### src/logic/bru_pkg.sv
`default_nettype none

package bru_pkg;

	// ############################
	// Widths
	// ############################

	localparam int XLEN = 64;
	localparam int NREG = 32; // Architectural integer registers, x0 included
	localparam int REG_IDX_W = $clog2(NREG);

	typedef logic [XLEN-1:0] xlen_t;
	typedef logic [REG_IDX_W-1:0] reg_idx_t;
	typedef logic [63:0] pc_t;
	typedef logic [63:0] imm_t; // Already sign extended by decode

	// ############################
	// Branch operations
	// ############################

	// Encoded as the funct3 field of the RV64 branch instructions
	typedef enum logic [2:0] {
		bru_beq  = 3'b000,
		bru_bne  = 3'b001,
		bru_blt  = 3'b100,
		bru_bge  = 3'b101,
		bru_bltu = 3'b110,
		bru_bgeu = 3'b111
	} bru_op_e;

	// ############################
	// Stage words
	// ############################

	// One entry of the issue queue, still carrying register indices
	typedef struct packed {
		bru_op_e  op;
		reg_idx_t rs1;
		reg_idx_t rs2;
		pc_t      pc;
		imm_t     imm;
	} bru_issue_info_t;

	// Issue to execute, with operands already read from the register file
	typedef struct packed {
		bru_op_e op;
		xlen_t   op1;
		xlen_t   op2;
		pc_t     pc;
		imm_t    imm;
	} bru_exeparam_t;

	// Resolved branch
	typedef struct packed {
		logic taken;
		pc_t  next_pc;
	} bru_res_t;

	// One register write-back from any execution unit
	typedef struct packed {
		reg_idx_t idx;
		xlen_t    data;
	} reg_wb_t;

endpackage

`default_nettype wire

### src/logic/bru_issue_fifo.sv
`timescale 1ns/1ns
`default_nettype none

module bru_issue_fifo #(
	parameter int FIFO_DEPTH = 4
) (
	input  logic                     CLK,
	input  logic                     rst_n,

	input  logic                     push_valid,
	input  bru_pkg::bru_issue_info_t push_info,
	output logic                     push_ready,

	input  logic                     bru_fifo_pop,
	output logic                     bru_fifo_empty,
	output bru_pkg::bru_issue_info_t bru_issue_info
);

	localparam int PTR_W = $clog2(FIFO_DEPTH);

	bru_pkg::bru_issue_info_t mem [FIFO_DEPTH];

	logic [PTR_W-1:0] rd_ptr;
	logic [PTR_W-1:0] wr_ptr;
	logic [PTR_W:0]   count; // One bit wider so that a full queue can be told apart
	logic             do_push;
	logic             do_pop;

	assign push_ready     = (count != FIFO_DEPTH[PTR_W:0]);
	assign bru_fifo_empty = (count == '0);
	assign bru_issue_info = mem[rd_ptr]; // Head entry is visible without a read strobe

	assign do_push = push_valid && push_ready;
	assign do_pop  = bru_fifo_pop && !bru_fifo_empty;

	// ############################
	// Pointers and occupancy
	// ############################

	// The depth is a power of two, so the pointers simply wrap around
	always_ff @(posedge CLK or negedge rst_n) begin
		if (!rst_n) begin
			rd_ptr <= '0;
			wr_ptr <= '0;
			count  <= '0;
		end else begin
			if (do_push) begin
				wr_ptr <= wr_ptr + 1'b1;
			end
			if (do_pop) begin
				rd_ptr <= rd_ptr + 1'b1;
			end
			// A push and a pop in the same cycle leave the count alone
			if (do_push && !do_pop) begin
				count <= count + 1'b1;
			end else if (do_pop && !do_push) begin
				count <= count - 1'b1;
			end
		end
	end

	// Storage
	always_ff @(posedge CLK) begin
		if (do_push) begin
			mem[wr_ptr] <= push_info;
		end
	end

endmodule

`default_nettype wire

### src/logic/reg_file_wblog.sv
`timescale 1ns/1ns
`default_nettype none

module reg_file_wblog (
	input  logic               CLK,
	input  logic               rst_n,

	// A producer has been dispatched for this register
	input  logic               rsv_valid,
	input  bru_pkg::reg_idx_t  rsv_idx,

	// A producer has finished
	input  logic               wb_valid,
	input  bru_pkg::reg_wb_t   wb,

	// Read ports
	input  bru_pkg::reg_idx_t  rs1,
	input  bru_pkg::reg_idx_t  rs2,
	output bru_pkg::xlen_t     src1,
	output bru_pkg::xlen_t     src2,
	output logic               rs1_ready,
	output logic               rs2_ready
);

	bru_pkg::xlen_t           regs [bru_pkg::NREG];
	logic [bru_pkg::NREG-1:0] wb_log; // Set means the register holds its final value

	logic wb_en;
	logic rsv_en;

	// x0 is never written and never reserved
	assign wb_en  = wb_valid && (wb.idx != '0);
	assign rsv_en = rsv_valid && (rsv_idx != '0);

	// ############################
	// Write-back log
	// ############################

	always_ff @(posedge CLK or negedge rst_n) begin
		if (!rst_n) begin
			wb_log <= '1;
		end else begin
			if (wb_en) begin
				wb_log[wb.idx] <= 1'b1;
			end
			// Written last so the newer producer keeps the register pending
			if (rsv_en) begin
				wb_log[rsv_idx] <= 1'b0;
			end
		end
	end

	// Data storage
	always_ff @(posedge CLK) begin
		if (wb_en) begin
			regs[wb.idx] <= wb.data;
		end
	end

	// ############################
	// Read ports
	// ############################

	// New write-back data shows up a cycle later as there is no bypass
	assign src1 = (rs1 == '0) ? '0 : regs[rs1];
	assign src2 = (rs2 == '0) ? '0 : regs[rs2];

	assign rs1_ready = wb_log[rs1];
	assign rs2_ready = wb_log[rs2];

endmodule

`default_nettype wire

### src/logic/bru_issue.sv
`timescale 1ns/1ns
`default_nettype none

module bru_issue (
	input  logic                     CLK,
	input  logic                     rst_n,

	// Issue queue side
	output logic                     bru_fifo_pop,
	input  logic                     bru_fifo_empty,
	input  bru_pkg::bru_issue_info_t bru_issue_info,

	// Register file side
	output bru_pkg::reg_idx_t        rs1,
	output bru_pkg::reg_idx_t        rs2,
	input  bru_pkg::xlen_t           src1,
	input  bru_pkg::xlen_t           src2,
	input  logic                     rs1_ready,
	input  logic                     rs2_ready,

	// Execute side
	input  logic                     bru_exeparam_ready,
	output logic                     bru_exeparam_valid,
	output bru_pkg::bru_exeparam_t   bru_exeparam
);

	bru_pkg::bru_exeparam_t bru_exeparam_dnxt;
	logic                   bru_is_clear_raw;

	// ############################
	// Hazard check
	// ############################

	assign rs1 = bru_issue_info.rs1;
	assign rs2 = bru_issue_info.rs2;

	// Both producers must have written back before the head may leave
	assign bru_is_clear_raw = !bru_fifo_empty && rs1_ready && rs2_ready;

	// The head only leaves when execute can take it in the same edge
	assign bru_fifo_pop = bru_exeparam_ready && bru_is_clear_raw;

	// ############################
	// Parameter word
	// ############################

	always_comb begin
		bru_exeparam_dnxt.op  = bru_issue_info.op;
		bru_exeparam_dnxt.op1 = src1;
		bru_exeparam_dnxt.op2 = src2;
		bru_exeparam_dnxt.pc  = bru_issue_info.pc;
		bru_exeparam_dnxt.imm = bru_issue_info.imm;
	end

	// Valid drops back to zero when execute takes a word and nothing new is clear
	always_ff @(posedge CLK or negedge rst_n) begin
		if (!rst_n) begin
			bru_exeparam_valid <= 1'b0;
		end else if (bru_exeparam_ready) begin
			bru_exeparam_valid <= bru_is_clear_raw;
		end
	end

	always_ff @(posedge CLK) begin
		if (bru_exeparam_ready) begin
			bru_exeparam <= bru_exeparam_dnxt; // Held while execute stalls
		end
	end

endmodule

`default_nettype wire

### src/logic/bru_exe.sv
`timescale 1ns/1ns
`default_nettype none

module bru_exe (
	input  logic                   CLK,
	input  logic                   rst_n,

	input  logic                   bru_exeparam_valid,
	input  bru_pkg::bru_exeparam_t bru_exeparam,
	output logic                   bru_exeparam_ready,

	output logic                   res_valid,
	output bru_pkg::bru_res_t      res,
	input  logic                   res_ready
);

	bru_pkg::xlen_t    op1;
	bru_pkg::xlen_t    op2;
	logic              taken;
	bru_pkg::bru_res_t res_dnxt;

	assign op1 = bru_exeparam.op1;
	assign op2 = bru_exeparam.op2;

	// The result register is free when empty or when its word leaves this cycle
	assign bru_exeparam_ready = !res_valid || res_ready;

	// ############################
	// Direction and target
	// ############################

	always_comb begin
		unique case (bru_exeparam.op)
			bru_pkg::bru_beq:  taken = (op1 == op2);
			bru_pkg::bru_bne:  taken = (op1 != op2);
			bru_pkg::bru_blt:  taken = ($signed(op1) < $signed(op2));
			bru_pkg::bru_bge:  taken = ($signed(op1) >= $signed(op2));
			bru_pkg::bru_bltu: taken = (op1 < op2);
			bru_pkg::bru_bgeu: taken = (op1 >= op2);
			default:           taken = 1'b0; // Unused encodings fall through
		endcase
	end

	always_comb begin
		res_dnxt.taken   = taken;
		res_dnxt.next_pc = taken ? (bru_exeparam.pc + bru_exeparam.imm)
		                         : (bru_exeparam.pc + 64'd4);
	end

	// ############################
	// Result register
	// ############################

	always_ff @(posedge CLK or negedge rst_n) begin
		if (!rst_n) begin
			res_valid <= 1'b0;
		end else if (bru_exeparam_ready) begin
			res_valid <= bru_exeparam_valid;
		end
	end

	// Only a valid word is captured so an idle cycle keeps the last result
	always_ff @(posedge CLK) begin
		if (bru_exeparam_ready && bru_exeparam_valid) begin
			res <= res_dnxt;
		end
	end

endmodule

`default_nettype wire

### src/logic/bru_top.sv
`timescale 1ns/1ns
`default_nettype none

module bru_top #(
	parameter int FIFO_DEPTH = 4
) (
	input  logic                     CLK,
	input  logic                     rst_n,

	// Dispatch
	input  logic                     disp_valid,
	input  bru_pkg::bru_issue_info_t disp_info,
	output logic                     disp_ready,

	// Register tracking from the rest of the core
	input  logic                     rsv_valid,
	input  bru_pkg::reg_idx_t        rsv_idx,
	input  logic                     wb_valid,
	input  bru_pkg::reg_wb_t         wb,

	// Resolved branches
	output logic                     res_valid,
	output bru_pkg::bru_res_t        res,
	input  logic                     res_ready
);

	logic                     bru_fifo_pop;
	logic                     bru_fifo_empty;
	bru_pkg::bru_issue_info_t bru_issue_info;

	bru_pkg::reg_idx_t        rs1;
	bru_pkg::reg_idx_t        rs2;
	bru_pkg::xlen_t           src1;
	bru_pkg::xlen_t           src2;
	logic                     rs1_ready;
	logic                     rs2_ready;

	logic                     bru_exeparam_ready;
	logic                     bru_exeparam_valid;
	bru_pkg::bru_exeparam_t   bru_exeparam;

	// ############################
	// Pipeline
	// ############################

	bru_issue_fifo #(.FIFO_DEPTH(FIFO_DEPTH)) u_fifo (
		.CLK            (CLK),
		.rst_n          (rst_n),
		.push_valid     (disp_valid),
		.push_info      (disp_info),
		.push_ready     (disp_ready),
		.bru_fifo_pop   (bru_fifo_pop),
		.bru_fifo_empty (bru_fifo_empty),
		.bru_issue_info (bru_issue_info)
	);

	reg_file_wblog u_regfile (
		.CLK       (CLK),
		.rst_n     (rst_n),
		.rsv_valid (rsv_valid),
		.rsv_idx   (rsv_idx),
		.wb_valid  (wb_valid),
		.wb        (wb),
		.rs1       (rs1),
		.rs2       (rs2),
		.src1      (src1),
		.src2      (src2),
		.rs1_ready (rs1_ready),
		.rs2_ready (rs2_ready)
	);

	bru_issue u_issue (
		.CLK                (CLK),
		.rst_n              (rst_n),
		.bru_fifo_pop       (bru_fifo_pop),
		.bru_fifo_empty     (bru_fifo_empty),
		.bru_issue_info     (bru_issue_info),
		.rs1                (rs1),
		.rs2                (rs2),
		.src1               (src1),
		.src2               (src2),
		.rs1_ready          (rs1_ready),
		.rs2_ready          (rs2_ready),
		.bru_exeparam_ready (bru_exeparam_ready),
		.bru_exeparam_valid (bru_exeparam_valid),
		.bru_exeparam       (bru_exeparam)
	);

	bru_exe u_exe (
		.CLK                (CLK),
		.rst_n              (rst_n),
		.bru_exeparam_valid (bru_exeparam_valid),
		.bru_exeparam       (bru_exeparam),
		.bru_exeparam_ready (bru_exeparam_ready),
		.res_valid          (res_valid),
		.res                (res),
		.res_ready          (res_ready)
	);

endmodule

`default_nettype wire

### config.mk
export PLATFORM = sky130hd
export DESIGN_NAME = bru_top
export DESIGN_NICKNAME = d
export VERILOG_FILES = /design/src/logic/bru_pkg.sv /design/src/logic/bru_issue_fifo.sv /design/src/logic/reg_file_wblog.sv /design/src/logic/bru_issue.sv /design/src/logic/bru_exe.sv /design/src/logic/bru_top.sv
export SDC_FILE = /design/constraint.sdc
export NUM_CORES = 2
export LEC_CHECK = 0
export BUFFER_PORTS_ARGS = -buffer_cell sky130_fd_sc_hd__buf_2
export CAP_MARGIN = 15
export CELL_PAD_IN_SITES_DETAIL_PLACEMENT = 1
export CELL_PAD_IN_SITES_GLOBAL_PLACEMENT = 2
export CORE_MARGIN = 10
export CORE_UTILIZATION = 47
export CTS_CLUSTER_DIAMETER = 200
export DETAILED_ROUTE_END_ITERATION = 6
export PLACE_DENSITY_LB_ADDON = 0.1
export SETUP_SLACK_MARGIN = 0.1
export SLEW_MARGIN = 20
export SYNTH_ARGS = -nofsm -noshare
export SYNTH_HDL_FRONTEND = slang
export SYNTH_SLANG_ARGS = --single-unit
### constraint.sdc
create_clock -name CLK -period 10.1 [get_ports CLK]
set_input_delay 1.515 -clock CLK [delete_from_list [all_inputs] [get_ports CLK]]
set_output_delay 1.515 -clock CLK [all_outputs]
set_load 0.02 [all_outputs]
==> reports/results.tsv <==
stage	metric	value	unit
power_and_ir_drop	power	0.0489	W
critical_path	worstPathRequired	10770	ps
yosys	yosysWarnings	0	
floorplan	dieArea	307000	sq um
routing	drcViolationCount	0	
yosys	synth_commonest_cells	edfxtp_1, mux4_2, nand2_1	
global_routing	grt_pass1_wl	616000	microns
yosys	synthFlopType	edfxtp_1	
timing	rsz0062_at_grt	no	
timing	fin_crit_sh	60.0	%
critical_path	cp.buffers_inverters	3	
critical_path	crit_slowest_cell	dfrtp_4	
hold_path	worstHoldPathCells	0	
timing	slew_violations	0	
timing	fin_crit	6060	ps
clock_network	cts.reportedPaths.clkPinSlew	60	ps
global_routing	grt_pass1_vias	84100	
floorplan	start_util	47.3	%
floorplan	rows	195	
critical_path	path_class	reg2reg	
global_routing	grtUsageTotal	27.5	%
critical_path	cp-end-kind	register	
yosys	avgSynthCellArea	17.4	sq um
placement	routabilityCongestion	0.854	
critical_path	crit_arrival	6730	ps
power_and_ir_drop	power.density	326	nW/um^2
global_routing	grt_overflow	0	
clock_network	cts_buffers	325	
yosys	yosysUniqueCellTypes	71	
critical_path	cp-start-kind	register	
routing	first_pass_iters	6	
clock_network	cts_setup_buffers	0	
power_and_ir_drop	switchingPower	0.0186	W
routing	drt_iter0_drc	8973	
run	cap_violations	0	
yosys	synth_top_cell_by_area	edfxtp_1	
placement	placed_area	140000	sq um
clock_network	h-tree-depth	5	
floorplan	core-area	283000	sq um
critical_path	worst_path_largest_cell_delay	870	ps
floorplan	die_w	554	microns
power_and_ir_drop	p_int	0.0303	W
timing	tightest_slew	1180	ps
critical_path	cp_cell_sequence	buf_4 -> mux2i_1 -> mux2_8 -> nand2_1 -> or2_4 -> buf_4 -> buf_4 -> a21oi_1 -> a2111oi_0 -> o21ai_0 -> and3_1	
global_routing	grt_max_degree	100	
timing	final-setup-viol-count	0	
yosys	yosysMostFrequentCell	edfxtp_1	
power_and_ir_drop	switching_share	38.1	%
timing	finalHoldViolCount	0	
floorplan	die_y	554	microns
floorplan	pin_count	288	
clock_network	cts.sinks	2977	
hold_path	hp-class	reg2reg	
yosys	synth_top_area_share	65.8	%
power_and_ir_drop	vdd_ir_drop_max	0.344	mV
routing	viasPerCell	6.65	
placement	place_hpwl	235000	microns
critical_path	path_depth	11	
yosys	yosys-top-cells-area	edfxtp_1, mux4_2, mux2i_1	
yosys	synth_area	134000	sq um
clock_network	clk_latency	920	ps
critical_path	crit_top_cell	buf_4	
final_layout	nets	8397	
clock_network	cts_hold_buf	0	
critical_path	path_max_fanout	48	
power_and_ir_drop	leakagePower	49.9	nW
timing	max_freq	165	MHz
timing	finalClockSkew	45.4	ps
clock_network	cts_buffer_depth	4	
yosys	async_flop_share	1.38	%
run_status	status	finished, final reports clean	
final_layout	area_growth	12.2	%
clock_network	cts_tree	yes	
final_layout	drive_gt1_share	23.1	%
routing	num_vias	80100	
power_and_ir_drop	clock_power_share	23.2	%
yosys	seq_area_frac_synth	66.6	%
final_layout	stdcell_area	150000	sq um
routing	drt-total-wl	432000	microns
clock_network	ctsResizeCount	0	
routing	drtAntennaViolNets	0	
yosys	synth-seq-cells	2977	
critical_path	rrSetupSlack	4040	ps
power_and_ir_drop	combPwrFrac	43.6	%
timing	fin_tns_setup	0	ps
critical_path	cp_top_family	buffers and inverters	
yosys	synth_edf_count	2936	
power_and_ir_drop	p_seq_share	33.2	%
yosys	postSynthCellCount	7718	
global_routing	antenna_found_initial	71	
critical_path	ff2ff_path_depth	11	
clock_network	cts_root_buffer	clkbuf_16	
placement	port_buffers	287	
final_layout	fillers	25800	
routing	wire_per_inst	35.8	microns
timing	slew-limit-headroom	21.2	%
[state kept, by name, indices dropped and copies added, names as in the netlist]
| name | flops |
|---|---|
| u_fifo.wr_ptr | 2 |
| u_issue.bru_exeparam_valid | 1 |
| u_issue.bru_exeparam | 259 |
| u_fifo.mem | 564 |
| u_fifo.count | 3 |
| u_fifo.rd_ptr | 2 |
| u_exe.res | 65 |
| u_exe.res_valid | 1 |
| u_regfile.regs | 2048 |
| u_regfile.wb_log | 32 |
[cell families (layout without fill, tap and decap cells)]
logic type                 Yosys count  count (layout)  synth area share (%)
AOI/OAI and AO/OA                 1162            1162                  5.52
xor gates and xnor gates           123             123                 0.804
adders and majority gates          135             135                  1.27
buffers and inverters              620            1133                  1.95
DFF                               2977            2977                  66.6
muxes                             1504            1504                  19.9
other                                1              82               0.00280
and+or+nand+nor                   1196            1196                  3.95
[per-stage QoR]
stage / utilization, % / hold slack, ps / instances / worst slack (ps)
after detailed placement: 49.6 / 365 / 11500 / 4080
final: 53.1 / 375 / 12100 / 4040
after global placement: 49.5 / 362 / 11500 / 4220
after CTS: 53.1 / 374 / 12000 / 4070
after global routing: 53.1 / 379 / 12000 / 3800
after floorplan: - / 428 / 7781 / 3010
[area by class of cell]
class                   count  area (sq um)  share of cell area [%]
flip-flops and latches   2977         89200                    59.4
multi-input cells        4184         42800                    28.5
clock buffers             408          8610                    5.73
well taps                3743          4680                    3.12
repair buffers            451          3150                    2.10
clock inverters           172          1350                   0.895
inverters                 102           383                   0.255
diodes                     18          45.0                  0.0300
[layer usage]
metal	wire length (microns)	track usage [%]	part of all wire, %
met1	182000	39.8	42
met4	13800	7.77	3.2
met2	203000	43.7	47
met3	33400	3.84	7.7
met5	151	0	0.035
[power groups by stage]
stage	Combinational (W)	Clock, W	Sequential, W
2_1_floorplan	0.0145	0	0.0163
3_3_place_gp	0.0210	0	0.0164
3_5_place_dp	0.0213	0	0.0165
4_1_cts	0.0214	0.0116	0.0163
5_1_grt	0.0228	0.0121	0.0164
6_report	0.0213	0.0114	0.0162
[worst reg2reg max path, stage by stage (launching register included)]
cell and delay [ps]:
dfrtp_4 870, buf_4 750, mux2i_1 330, mux2_8 580, nand2_1 190, or2_4 660, buf_4 670, buf_4 730
a21oi_1 180, a2111oi_0 470, o21ai_0 160, and3_1 210
[path summary, 6_finish.rpt]
path / startpoint / to
setup / recovery: u_fifo.rd_ptr[1] / u_issue.bru_exeparam[188]
hold / removal: u_regfile.wb_log[0] / u_regfile.wb_log[0]
setup reg to reg: u_fifo.rd_ptr[1] / u_issue.bru_exeparam[188]
hold reg to reg: u_regfile.wb_log[0] / u_regfile.wb_log[0]
max in group asynchronous: rst_n / u_fifo.rd_ptr[0]
min in group asynchronous: rst_n / u_exe.res_valid
[placed cells by master, fill, tap and decap left out, drive strengths merged, types with 134 or more instances in the layout]
cell,synthesis,routed
o21ai,192,192
o22ai,134,134
mux2i,565,565
nor2,134,134
buf,244,451
nand2,676,676
a21oi,432,432
clkbuf,274,408
edfxtp,2936,2936
a2111oi,196,196
mux4,926,926
No activity file was read; power rests on OpenSTA's default activity.
